`config.mk`:
```
export PLATFORM = sky130hd
export DESIGN_NAME = exec_alu
export DESIGN_NICKNAME = d
export VERILOG_FILES = /design/src/isa_pkg.sv /design/src/exec_alu.sv
export SDC_FILE = /design/constraint.sdc
export NUM_CORES = 1
export LEC_CHECK = 0
export CORE_MARGIN = 4
export CORE_UTILIZATION = 45
export DETAILED_ROUTE_END_ITERATION = 6
export DONT_BUFFER_PORTS = 1
export GPL_ROUTABILITY_DRIVEN = 0
export PLACE_DENSITY = 0.59
export SYNTH_ARGS = -nofsm -noshare
export SYNTH_HDL_FRONTEND = slang
export SYNTH_SLANG_ARGS = --single-unit
```
`constraint.sdc`:
```
create_clock -name vclk -period 5.65
set_input_delay 0.565 -clock vclk [all_inputs]
set_output_delay 0.565 -clock vclk [all_outputs]
set_load 0.02 [all_outputs]
```
`src/isa_pkg.sv`:
```
`default_nettype none

package isa_pkg;

    localparam int REG_ADDR_W = 5;
    localparam int IMM_W      = 12;

    typedef enum logic [3:0] {
        OP_NOP  = 4'd0,
        OP_ADD  = 4'd1,
        OP_SUB  = 4'd2,
        OP_AND  = 4'd3,
        OP_OR   = 4'd4,
        OP_XOR  = 4'd5,
        OP_ADDI = 4'd6,
        OP_LD   = 4'd7,
        OP_ST   = 4'd8
    } op_e;

    // ops that produce a register result.
    function automatic logic op_writes_rd(input op_e op);
        return (op != OP_NOP) && (op != OP_ST);
    endfunction

    // rs2 is read by reg-reg alu ops and by stores.
    function automatic logic op_uses_rs2(input op_e op);
        return (op inside {OP_ADD, OP_SUB, OP_AND, OP_OR, OP_XOR, OP_ST});
    endfunction

endpackage

`default_nettype wire
```
`src/exec_alu.sv`:
```
`timescale 1ns/1ps
`default_nettype none

module exec_alu
    import isa_pkg::*;
#(
    parameter int DATA_W = 32
) (
    input  op_e               op,
    input  logic [DATA_W-1:0] a,
    input  logic [DATA_W-1:0] b,
    input  logic [IMM_W-1:0]  imm,
    output logic [DATA_W-1:0] result
);

    logic [DATA_W-1:0] imm_ext;

    assign imm_ext = {{(DATA_W-IMM_W){imm[IMM_W-1]}}, imm};

    always_comb begin
        unique case (op)
            OP_ADD:  result = a + b;
            OP_SUB:  result = a - b;
            OP_AND:  result = a & b;
            OP_OR:   result = a | b;
            OP_XOR:  result = a ^ b;
            // address add shares the immediate path.
            OP_ADDI,
            OP_LD,
            OP_ST:   result = a + imm_ext;
            default: result = '0;
        endcase
    end

endmodule

`default_nettype wire

```
==> flow_metrics.env <==
export IMPL_status="complete, no violations"
export IMPL_final_common_cell="ha_1"
export IMPL_crit_type="in2out"
export IMPL_syn_avg_cell_area_um2=7.13
export IMPL_crit_start="b[0]"
export IMPL_final_cells=758
export IMPL_syn_to_final_growth_pct=7.16
export IMPL_drc_errors=0
export IMPL_intPower_uw=212
export IMPL_die_area_mm2=0.0116
export IMPL_fin_setup_tns_ns=0
export IMPL_hold_path_end="result[0]"
export IMPL_initial_core_util_pct=45.8
export IMPL_finalHoldViolations=0
export IMPL_critPathCaptureType="output pin"
export IMPL_worst_path_max_fanout=6
export IMPL_syn_num_nets=808
export IMPL_antenna_left=0
export IMPL_num_vias=4816
export IMPL_final_cell_mix="ha_1 (102), inv_1 (73), o21ai_0 (39), nor2_1 (35), nand2_1 (35)"
export IMPL_cp_arrival_ns=4.63
export IMPL_synthCells=625
export IMPL_drive_gt1_share_pct=8.16
export IMPL_hold_path_cell_count=2
export IMPL_post_cts_resized=0
export IMPL_worst_slew_pin_slew_ns=0.870
export IMPL_maxSlewHeadroom_pct=42.0
export IMPL_post_route_period_util_pct=92.0
export IMPL_max_vdd_ir_drop_mv=0.0427
export IMPL_antennaDiodeCount=0
export IMPL_syn_area_mm2=0.00446
export IMPL_comb_power_share_pct=100.0
export IMPL_wirelength_mm=13.9
export IMPL_max_freq_mhz=192
export IMPL_grt_max_degree=44
export IMPL_cts_setup_buffers=0
export IMPL_grt_antenna_before_repair=0
export IMPL_globalRouteOverflowTotal=0
export IMPL_holdCritPathClass="in2out"
export IMPL_row_count=36
export IMPL_swShare_pct=58.8
export IMPL_num_io_pins=112
export IMPL_power_density_mw_per_mm2=108
export IMPL_rsz0062_at_grt="no"
export IMPL_fin_crit_ns=5.20
export IMPL_die_h_um=108
export IMPL_p_leak_nw=2.29
export IMPL_ys_seq_area_share_pct=0
export IMPL_register_area_um2=0
export IMPL_track_usage_pct=23.0
export IMPL_required_ns=5.09
export IMPL_ys_types=64
export IMPL_die_w_um=108
export IMPL_seq_power_share_pct=0
export IMPL_dp_hpwl_mm=11.2
export IMPL_fin_util_pct=49.1
export IMPL_design_seq_count=0
export IMPL_wl_per_cell_um=18.3
export IMPL_max_cap_violations=0
export IMPL_hp_start="a[0]"
export IMPL_p_total_uw=514
export IMPL_ys_warn_count=0
export IMPL_grt_first_pass_wirelength_mm=22.6
export IMPL_cp_start_kind="primary input"
export IMPL_port_buffers=0
export IMPL_grt_pass1_vias=4748
export IMPL_pwr_share_clk_pct=0
export IMPL_slew_violations=0
export IMPL_drtIter0Drc=274
export IMPL_nets=810
export IMPL_power_switching_uw=302
export IMPL_avgViaCountPerCell=6.35
export IMPL_ctsHoldBuffers=0
export IMPL_core_mm2=0.00973
export IMPL_clock_buffers=0
export IMPL_dp_cells=758
export IMPL_first_pass_iters=5
export IMPL_setup_viol=0
export IMPL_fillers=1008
worst max path at each step:
stage                            end  cells past startpoint
after floorplan           result[31]                     18
after global placement    result[31]                     18
after detailed placement  result[27]                     18
after CTS                 result[27]                     18
after global routing      result[27]                     18
final                     result[27]                     18
metal layers:
metal | up-vias | routed length (um) | GRT usage, %
met1 | 2263 | 5930 | 29.0
met5 | - | 0 | 0
li1 | 2391 | - | -
met3 | 11 | 1040 | 3.54
met4 | 0 | 148 | 2.34
met2 | 151 | 6760 | 42.2
cells by family after synthesis:
logic type | synth area share, %
multiplexers | 1.35
AND/OR/NAND/NOR | 22.0
XOR/XNOR | 4.52
AO/OA/AOI/OAI | 34.1
buffers and inverters | 8.96
adder cells (fa/ha/maj) | 29.1
power groups by stage:
stage / sequential (mW) / clock [mW] / combinational (mW)
after floorplan: 0 / 0 / 0.388
after global placement: 0 / 0 / 0.503
after detailed placement: 0 / 0 / 0.512
after CTS: 0 / 0 / 0.514
after global routing: 0 / 0 / 0.572
final: 0 / 0 / 0.514
worst max-delay path, cell delays in order:
cell	delay [ns]
inv_1	0.08
ha_1	0.22
nor3b_1	0.20
buf_4	0.16
nand4b_4	0.14
or3_1	0.40
a221o_1	0.35
ha_1	0.34
a21oi_1	0.16
o21ai_1	0.10
and3_1	0.18
a2111oi_0	0.47
a311oi_1	0.28
a41oi_1	0.30
buf_4	0.15
xor2_1	0.21
o221ai_1	0.13
buf_4	0.19
through the flow:
stage	hold WS (ns)	worst slack, ns	cell area (um2)
2_1_floorplan	1.48	0.667	4460
3_3_place_gp	1.50	0.496	4770
3_5_place_dp	1.50	0.454	4770
4_1_cts	1.50	0.440	4770
5_1_grt	1.52	0.0519	4770
6_report	1.50	0.451	4770
area by class of cell:
type / count / area [um2] / share of cell area [%]
multi-input cells: 519 / 4090 / 85.6
inverters: 73 / 274 / 5.74
repair buffers: 33 / 248 / 5.19
well taps: 133 / 166 / 3.49
Yosys cell counts, types with 3 or more instances:
cell type	number	area share, %
a221oi_1	6	1.2
xor2_1	13	2.6
o311ai_1	4	0.79
o21ai_1	9	1.0
nand2b_1	5	0.70
or3_1	3	0.42
o221ai_1	21	4.1
a221o_1	17	3.8
a31oi_1	4	0.56
nor3b_1	5	0.84
clkbuf_1	31	2.6
and4_1	4	0.79
o31ai_1	3	0.51
nand2_1	35	2.9
o311ai_0	5	0.98
nor4_1	11	1.5
o211ai_1	3	0.51
xnor2_1	10	2.0
o311a_1	4	0.90
a21oi_1	32	3.6
nand3_1	12	1.3
or3_4	5	1.3
nand4_1	9	1.3
a22oi_1	25	4.2
mux2i_1	6	1.3
ha_1	102	29
a211o_1	5	0.98
and3_1	5	0.70
nor3_1	26	2.9
inv_1	73	6.1
a211oi_1	3	0.51
a21o_1	14	2.4
o21ai_0	39	4.4
nor2_1	35	2.9
and2_1	3	0.42
No activity file was read; power rests on OpenSTA's default activity.
