--- config.mk ---
export PLATFORM = sky130hd
export DESIGN_NAME = reg_file
export DESIGN_NICKNAME = d
export VERILOG_FILES = /design/src/isa_pkg.sv /design/src/reg_file.sv
export SDC_FILE = /design/constraint.sdc
export NUM_CORES = 2
export LEC_CHECK = 0
export BUFFER_PORTS_ARGS = -buffer_cell sky130_fd_sc_hd__buf_4
export CORE_MARGIN = 5
export CORE_UTILIZATION = 50
export DETAILED_ROUTE_END_ITERATION = 7
export PLACE_DENSITY_LB_ADDON = 0.08
export SLEW_MARGIN = 20
export SYNTH_ARGS = -nofsm -noshare
export SYNTH_HDL_FRONTEND = slang
export SYNTH_SLANG_ARGS = --single-unit
--- constraint.sdc ---
create_clock -name clk -period 4.6 [get_ports clk]
set_input_delay 0.92 -clock clk [delete_from_list [all_inputs] [get_ports clk]]
set_output_delay 0.92 -clock clk [all_outputs]
set_load 0.005 [all_outputs]
--- src/isa_pkg.sv ---
`default_nettype none

package isa_pkg;

    localparam int REG_ADDR_W = 5;
    localparam int IMM_W      = 12;

    typedef enum logic [3:0] {
        OP_NOP  = 4'd0,
        OP_ADD  = 4'd1,
        OP_SUB  = 4'd2,
        OP_AND  = 4'd3,
        OP_OR   = 4'd4,
        OP_XOR  = 4'd5,
        OP_ADDI = 4'd6,
        OP_LD   = 4'd7,
        OP_ST   = 4'd8
    } op_e;

    // ops that produce a register result.
    function automatic logic op_writes_rd(input op_e op);
        return (op != OP_NOP) && (op != OP_ST);
    endfunction

    // rs2 is read by reg-reg alu ops and by stores.
    function automatic logic op_uses_rs2(input op_e op);
        return (op inside {OP_ADD, OP_SUB, OP_AND, OP_OR, OP_XOR, OP_ST});
    endfunction

endpackage

`default_nettype wire
--- src/reg_file.sv ---
`timescale 1ns/1ps
`default_nettype none

module reg_file
    import isa_pkg::*;
#(
    parameter int DATA_W = 32
) (
    input  logic                  clk,
    input  logic                  rst_n,
    input  logic [REG_ADDR_W-1:0] raddr1,
    input  logic [REG_ADDR_W-1:0] raddr2,
    input  logic [REG_ADDR_W-1:0] dbg_addr,
    input  logic                  we,
    input  logic [REG_ADDR_W-1:0] waddr,
    input  logic [DATA_W-1:0]     wdata,
    output logic [DATA_W-1:0]     rdata1,
    output logic [DATA_W-1:0]     rdata2,
    output logic [DATA_W-1:0]     dbg_data
);

    logic [DATA_W-1:0] regs [2**REG_ADDR_W];

    // entry 0 is cleared by reset and never written.
    always_ff @(posedge clk or negedge rst_n) begin
        if (!rst_n) begin
            for (int i = 0; i < 2**REG_ADDR_W; i++) begin
                regs[i] <= '0;
            end
        end else if (we && waddr != '0) begin
            regs[waddr] <= wdata;
        end
    end

    // write-through covers a producer sitting in wb.
    assign rdata1 = (raddr1 == '0) ? '0 :
                    (we && raddr1 == waddr) ? wdata : regs[raddr1];
    assign rdata2 = (raddr2 == '0) ? '0 :
                    (we && raddr2 == waddr) ? wdata : regs[raddr2];

    assign dbg_data = regs[dbg_addr];

endmodule

`default_nettype wire

==> results.toml <==
[logic_synthesis]
syn_avg_cell_area_um2 = 14.88
synth_fp_nets = 4281
synthTopCellsByCount = "1039 x mux2_2, 1024 x dfrtp_1, 739 x mux4_2"
ys_types = 56
synth_area_um2 = 62870
synth_top_area_share_pct = 40.76
synthArstFlopShare_pct = 100.0
ys.warnings.count = 0
yosysMostFrequentCell = "mux2_2"
synth_top_cell_by_area = "dfrtp_1"
synth_edf_count = 0
yosys_register_bits = 1024
ys_seq_area_share_pct = 40.76
synth_ff_type = "dfrtp_1"
synthTopCellsByArea = "dfrtp_1 41%, mux4_2 26%, mux2_2 19%, mux2i_1 3.4%, clkbuf_1 1.8%"
synthCells = 4226

[floorplanning]
initial_core_util_pct = 50.20
die_h_um = 364.6
rows = 130
core_area_um2 = 125200
io_pins = 151
fp.dieW_um = 364.6
die-area_um2 = 132900

[sta]
worst_slew_pin_slew_ps = 1155
worst_clock_skew_ps = 0
fin_crit_sh_pct = 96.34
rsz0062_at_grt = "no"
slew_headroom_pct = 22.97
setup_viol = 0
slew_violations = 0
worst_hold_slack_ps = 161.2
hold_viol = 0
setup_tns_ps = 0
fin_crit_ps = 4432
max_freq_mhz = 225.7

[cells_and_area]
largest_register_ffs = 1024
top_register = "regs"
nFillCells = 10010
top_regs = "regs x1024"
layout-drive-gt1-share_pct = 56.36
synthToLayoutAreaGrowth_pct = 13.36
finish.instance_area_um2 = 71270
final_nets = 4296

[pwr]
p_sw_w = 0.008946
power_density_nw_per_um2 = 420.1
p_int_w = 0.02099
vdd_ir_drop_max_v = 0.0003278
p_leak_nw = 30.08
clkPwrFrac_pct = 33.1
netSwitchingFraction_pct = 29.88
pwr-share-comb_pct = 25.4
seq_power_share_pct = 41.5

[clock_network]
cts-root-buf = "clkbuf_16"
hold_buffers = 0
cts.sinks = 1024
ctsLongestPathBuffers = 3
clock_latency_ps = 750
cts_buffers = 118
cts_max_level = 3
post-cts-setup-buffers = 0
cts_resized = 0
clk_pin_slew_ps = 50
cts_tree = "done"

[worst_setup_path]
cp_common_cell = "buf_4"
crit_chain = "buf_4, clkinv_1, nand2_1, buf_4, o22ai_1, o22a_1, a21oi_1, buf_4"
critical_path.startpoint_type = "input port"
crit_fanout = 22
cp_num_buf_inv = 4
worst_path_dominant_cell_family = "buffers and inverters"
end_kind = "output pin"
critPathMaxStageDelay_ps = 570
required_ps = 3680
cp_slowest_cell = "clkinv_1"
arrival_ps = 3510
criticalPathCategory = "input port to output pin"

[global_route]
grt.overflow.total = 0
grt_pass1_vias = 43888
grt_max_degree = 116
grt.total_usage_pct = 36.14
antenna_found_initial = 16
grt_first_pass_wirelength_mm = 341.3

[min_path]
hold_class = "input port to asynchronous set/reset pin"

[drt]
vias = 44120
dr.pass1.iters = 6
wl_mm = 238.3
detail-route-antenna-nets = 0
wl_per_cell_um = 39.70
drt_iter0_markers = 5220
drc = 0
via_per_inst = 7.348

[placement]
post-dp-hpwl_mm = 149.8
port_buffers = 150
place.gp.congestion = 0.8993
placed_area_um2 = 67200

[flow_run]
maxCapViolations = 0

[status]
status = "finished, final reports clean"
placed cells by master (no fill, tap or decap), types with 12 or more instances in the layout:
cell,Yosys,layout
a211oi_1,25,24
a21oi_1,54,54
a221o_1,46,46
a221oi_1,66,66
a22oi_1,76,76
buf_12,0,88
buf_4,33,311
clkbuf_1,297,15
clkbuf_16,0,120
clkbuf_8,0,26
clkinv_2,0,35
dfrtp_1,1024,1024
diode_2,0,12
mux2_2,1039,1039
mux2i_1,211,211
mux4_2,739,739
nand2_1,58,42
nand2_4,0,15
nand2b_1,13,12
nor2_1,46,26
nor2_4,0,17
nor3_1,60,58
nor3b_1,22,21
nor4_1,14,14
o21ai_0,61,61
o22ai_1,31,31
layer usage:
metal | global-route usage, % | part of all wire, % | vias to the layer above
met1 | 50.35 | 40 | 24071
met2 | 55.45 | 46 | 2440
met3 | 8.314 | 9.3 | 545
met5 | 0 | 0.014 | -
met4 | 14.77 | 4.9 | 6
li1 | - | - | 17058
final timing paths:
check / cells after the start / to / slack (ps) / from
worst max-delay path: 8 / rdata2[17] / 170 / raddr2[4]
worst min-delay path: 1 / regs[452]$_DFFE_PN0P_ / 160 / rst_n
worst max register to register: 1 / regs[835]$_DFFE_PN0P_ / 3770 / regs[835]$_DFFE_PN0P_
worst min register to register: 0 / regs[1003]$_DFFE_PN0P_ / 410 / regs[1003]$_DFFE_PN0P_
max in group asynchronous: 2 / regs[727]$_DFFE_PN0P_ / 3150 / rst_n
min in group clk: 0 / regs[1003]$_DFFE_PN0P_ / 410 / regs[1003]$_DFFE_PN0P_
logic make-up after synthesis:
group / synth area share (%)
flip-flops: 40.76
AO/OA/AOI/OAI: 4.716
XOR/XNOR: 0.1393
AND/OR/NAND/NOR: 2.299
multiplexers: 48.44
buffers and inverters: 3.650
power by group through the flow:
stage / Clock [W] / Combinational (W) / Sequential [W]
floorplan: 0 / 0.00534 / 0.0119
CTS: 0.0100 / 0.00760 / 0.0123
finish: 0.00992 / 0.00761 / 0.0124
detailed placement: 0 / 0.00757 / 0.0125
global route: 0.0104 / 0.00802 / 0.0126
global placement: 0 / 0.00750 / 0.0124
final cells by class:
| type | instances | area, um^2 | area share [%] |
|---|---|---|---|
| Multi-Input combinational cell | 2683 | 35270 | 49.48 |
| Clock buffer | 161 | 3417 | 4.794 |
| Sequential cell | 1024 | 25620 | 35.95 |
| Clock inverter | 60 | 626.9 | 0.8795 |
| Tap cell | 1650 | 2064 | 2.897 |
| Inverter | 7 | 28.78 | 0.04038 |
| Timing Repair Buffer | 407 | 4213 | 5.911 |
| Antenna cell | 12 | 30.03 | 0.04213 |
through the flow:
| step | cells | power (W) | setup slack (ps) | utilization [%] |
|---|---|---|---|---|
| after floorplan | 4226 | 0.01725 | 947.7 | - |
| final | 6004 | 0.02994 | 168.4 | 56.91 |
| after detailed placement | 5771 | 0.02005 | 299.5 | 53.66 |
| after global placement | 5771 | 0.01989 | 290.4 | 53.66 |
| after global routing | 5998 | 0.03105 | 147.4 | 56.90 |
| after CTS | 5992 | 0.02997 | 287.6 | 56.88 |
(Power assumes the default switching activity.)
