<file path="config.mk">
export PLATFORM = sky130hd
export DESIGN_NAME = hazard_unit
export DESIGN_NICKNAME = d
export VERILOG_FILES = /design/src/hazard_pkg.sv /design/src/isa_pkg.sv /design/src/hazard_unit.sv
export SDC_FILE = /design/constraint.sdc
export NUM_CORES = 1
export LEC_CHECK = 0
export BUFFER_PORTS_ARGS = -buffer_cell sky130_fd_sc_hd__buf_2
export CAP_MARGIN = 40
export CORE_MARGIN = 3
export CORE_UTILIZATION = 25
export DETAILED_ROUTE_END_ITERATION = 10
export PLACE_DENSITY = 0.64
export REMOVE_ABC_BUFFERS = 1
export SYNTH_ARGS = -nofsm -noshare
export SYNTH_HDL_FRONTEND = slang
export SYNTH_SLANG_ARGS = --single-unit
</file>
<file path="constraint.sdc">
create_clock -name vclk -period 2.1
set_clock_uncertainty 0.05 [all_clocks]
set_input_delay 0 -clock vclk [all_inputs]
set_output_delay 0 -clock vclk [all_outputs]
set_load 0.01 [all_outputs]
</file>
<file path="src/hazard_pkg.sv">
`default_nettype none

package hazard_pkg;

    typedef enum logic [1:0] {
        STALL_NONE = 2'd0,
        STALL_EX   = 2'd1,
        STALL_LOAD = 2'd2
    } stall_e;

    // operand source at issue.
    typedef enum logic {
        FWD_REG = 1'b0,
        FWD_MEM = 1'b1
    } fwd_e;

endpackage

`default_nettype wire

</file>
<file path="src/isa_pkg.sv">
`default_nettype none

package isa_pkg;

    localparam int REG_ADDR_W = 5;
    localparam int IMM_W      = 12;

    typedef enum logic [3:0] {
        OP_NOP  = 4'd0,
        OP_ADD  = 4'd1,
        OP_SUB  = 4'd2,
        OP_AND  = 4'd3,
        OP_OR   = 4'd4,
        OP_XOR  = 4'd5,
        OP_ADDI = 4'd6,
        OP_LD   = 4'd7,
        OP_ST   = 4'd8
    } op_e;

    // ops that produce a register result.
    function automatic logic op_writes_rd(input op_e op);
        return (op != OP_NOP) && (op != OP_ST);
    endfunction

    // rs2 is read by reg-reg alu ops and by stores.
    function automatic logic op_uses_rs2(input op_e op);
        return (op inside {OP_ADD, OP_SUB, OP_AND, OP_OR, OP_XOR, OP_ST});
    endfunction

endpackage

`default_nettype wire
</file>
<file path="src/hazard_unit.sv">
`timescale 1ns/1ps
`default_nettype none

module hazard_unit
    import isa_pkg::*, hazard_pkg::*;
(
    input  logic                  id_valid,
    input  op_e                   id_op,
    input  logic [REG_ADDR_W-1:0] id_rs1,
    input  logic [REG_ADDR_W-1:0] id_rs2,
    input  logic                  ex_valid,
    input  logic [REG_ADDR_W-1:0] ex_rd,
    input  op_e                   ex_op,
    input  logic                  mem_valid,
    input  logic [REG_ADDR_W-1:0] mem_rd,
    input  op_e                   mem_op,
    output logic                  stall,
    output stall_e                stall_cause,
    output fwd_e                  fwd1,
    output fwd_e                  fwd2
);

    logic use1;
    logic use2;
    logic ex_dst;
    logic mem_dst;
    logic ex_hit;
    logic mem_hit1;
    logic mem_hit2;
    logic load_hit;

    // register 0 never creates a dependency.
    assign use1 = id_valid && (id_op != OP_NOP) && (id_rs1 != '0);
    assign use2 = id_valid && op_uses_rs2(id_op) && (id_rs2 != '0);

    assign ex_dst  = ex_valid && op_writes_rd(ex_op) && (ex_rd != '0);
    assign mem_dst = mem_valid && op_writes_rd(mem_op) && (mem_rd != '0);

    assign ex_hit = ex_dst && ((use1 && id_rs1 == ex_rd) || (use2 && id_rs2 == ex_rd));

    assign mem_hit1 = mem_dst && use1 && (id_rs1 == mem_rd);
    assign mem_hit2 = mem_dst && use2 && (id_rs2 == mem_rd);

    // load data only exists after the memory read, so no bypass from mem.
    assign load_hit = (mem_hit1 || mem_hit2) && (mem_op == OP_LD);

    assign stall = ex_hit || load_hit;

    always_comb begin
        if (ex_hit) begin
            stall_cause = STALL_EX;
        end else if (load_hit) begin
            stall_cause = STALL_LOAD;
        end else begin
            stall_cause = STALL_NONE;
        end
    end

    assign fwd1 = (!stall && mem_hit1) ? FWD_MEM : FWD_REG;
    assign fwd2 = (!stall && mem_hit2) ? FWD_MEM : FWD_REG;

endmodule

`default_nettype wire

</file>
==> flow_metrics.env <==
export IMPL_grtUsageTotal=0.120
export IMPL_share_of_cells_above_drive_strength_1=0.484
export IMPL_cap_violations=0
export IMPL_synth_xor_xnor_area_share=0.440
export IMPL_fp_coreArea_um2=1400
export IMPL_cp_endpoint="stall_cause[1]"
export IMPL_seq_power_share=0
export IMPL_synth_area_um2=398
export IMPL_critical_path_startpoint_type="primary input"
export IMPL_period_minus_slack_ps=1250
export IMPL_nFlopsAndLatches=0
export IMPL_post_synth_top_count_cell="xor2_1"
export IMPL_route_detailed_wl_per_inst_um=12.1
export IMPL_detailroute_via_count=534
export IMPL_insertedDiodeCount=0
export IMPL_timing_critical_path_arrival_ps=1200
export IMPL_setup_viol=0
export IMPL_total_power_mw=0.105
export IMPL_rows=13
export IMPL_avg_inst_size_synth_um2=7.23
export IMPL_share_clk_of_total_power=0
export IMPL_synth_simple_gate_area_share=0.352
export IMPL_power_switching_fraction=0.505
export IMPL_highest_net_fanout_along_the_worst_path=3
export IMPL_timing_setup_tns_ps=0
export IMPL_synth_seq_area_share=0
export IMPL_sequential_cell_area_um2=0
export IMPL_path_class="primary input to primary output"
export IMPL_synthDominantAreaCellType="xor2_1"
export IMPL_synth_top_cells_by_count="xor2_1, nor3_1, nor2_1, nand4_1, xnor2_1"
export IMPL_die_width_um=45.9
export IMPL_hold_path_class="primary input to primary output"
export IMPL_ctsHoldBuffers=0
export IMPL_synth_compound_area_share=0.189
export IMPL_min_delay_start="ex_valid"
export IMPL_yosys_mux_area_fraction=0
export IMPL_yosys_area_share_adder=0
export IMPL_drt_first_pass_iters=4
export IMPL_die_height_um=45.9
export IMPL_syn_inst=55
export IMPL_cts_setup_buffers=0
export IMPL_hold_worst_slack_ps=366
export IMPL_routabilityCongestion=0.732
export IMPL_pin_count=40
export IMPL_maxSlewViolCount=0
export IMPL_ctsResizeCount=0
export IMPL_global_route_congestion_overflow_total=0
export IMPL_worstSetupStartpoint="id_rs2[2]"
export IMPL_ys_top_cells_by_area="xor2_1, nor3_1, xnor2_1"
export IMPL_unique_masters_post_synth=21
export IMPL_route_final_wire_length_um=1310
export IMPL_initial_antenna_violation_count=0
export IMPL_total_leakage_power_nw=0.291
export IMPL_post_route_worst_setup_slack_ps=853
export IMPL_library_cell_contributing_the_largest_single_delay_on_the_critical_path="a211o_1"
export IMPL_fin_util=0.432
export IMPL_power_ir_vdd_worst_mv=0.0792
export IMPL_io_buffers=39
export IMPL_detailedPlacementHpwl_um=1220
export IMPL_grt_first_pass_wirelength_um=1930
export IMPL_status="complete, no violations"
export IMPL_ys_warn_count=0
export IMPL_avgViaCountPerCell=4.94
export IMPL_timing_worst_slew_pin_value_ps=395
export IMPL_required_ps=2050
export IMPL_p_per_area_nw_per_um2=175
export IMPL_final_clkbuf_count=0
export IMPL_ant_nets=0
export IMPL_first_global_vias=494
export IMPL_initialDrtViolationCount=5
export IMPL_power_frac_comb=1.000
export IMPL_crit_path_cell_trace="buf_2 > xor2_1 > nor3_2 > nand4_1 > a211o_1 > nor2_2 > buf_2"
export IMPL_area_growth_from_synthesis_to_layout_pct=51.9
export IMPL_grt_setup_unrepaired="no"
export IMPL_finalHoldViolations=0
export IMPL_synth_top_area_frac=0.352
export IMPL_pin_count_of_the_biggest_net_entering_global_routing=6
export IMPL_maxSlewHeadroom=0.733
export IMPL_timing_fmax_mhz=802
export IMPL_cp_end_kind="primary output"
export IMPL_cp_common_cell="buf_2"
export IMPL_initial_utilization=0.284
export IMPL_post_route_drc_count=0
export IMPL_worst_slack_at_placement_ps=835
export IMPL_num_nets_final=130
export IMPL_timing_critical_path_slowest_cell_delay_ps=350
export IMPL_fp_dieArea_um2=2110
export IMPL_cellInternalPower_mw=0.0522
export IMPL_post_route_period_util=0.594
export IMPL_power_switching_mw=0.0533
export IMPL_synth_top_family_by_area="XOR/XNOR gates"
critical path, delay by kind of cell:
family / cells / cell delay [ps]
simple gates: 3 / 430
buf+inv: 2 / 250
compound gates: 1 / 350
xor+xnor: 1 / 170
kinds of logic (layout without fill, tap and decap cells):
logic type,count (synthesis),count (layout)
buf+inv,1,39
compound gates,9,9
xor+xnor,20,20
simple gates,25,25
through the flow:
stage                     instances  cell area (µm²)
final                           108              604
after global routing            108              604
after CTS                       108              604
after detailed placement        108              604
after global placement          108              604
after floorplan                  54              390
layout make-up:
cell class / count / area [µm²]
fillers: 149 / 795
well taps: 15 / 18.8
repair buffers: 39 / 195
multi-input cells: 54 / 390
how the worst min path moves through the flow:
stage	to	slack, ps	depth (start not counted)
final	stall_cause[0]	370	4
after CTS	stall_cause[0]	380	4
after global routing	fwd1	420	5
after floorplan	stall_cause[0]	130	2
after detailed placement	stall_cause[0]	380	4
after global placement	stall_cause[0]	370	4
power by group through the flow:
| stage | Combinational (mW) | Sequential, mW | Clock, mW |
|---|---|---|---|
| final | 0.105 | 0 | 0 |
| after global routing | 0.115 | 0 | 0 |
| after CTS | 0.106 | 0 | 0 |
| after detailed placement | 0.105 | 0 | 0 |
| after global placement | 0.102 | 0 | 0 |
| after floorplan | 0.0473 | 0 | 0 |
layer usage:
| metal | share of wire | vias to the layer above | global-route usage |
|---|---|---|---|
| met1 | 0.39 | 232 | 0.140 |
| met2 | 0.52 | 24 | 0.242 |
| li1 | - | 278 | - |
| met5 | 0 | - | 0 |
| met3 | 0.095 | 0 | 0.00791 |
| met4 | 0 | 0 | 0 |
layout by cell type (no fill, tap or decap), drive strengths merged:
master,count
nand2,1
nand2b,1
nor2,6
o22ai,1
nor3,10
a211o,1
or3b,1
o41ai,1
a21oi,3
o21a,1
xnor2,4
buf,39
xor2,16
o21ai,1
o311ai,1
nand4,4
nand4b,1
or4,1
Note: power is estimated with default switching activity, not from simulation.
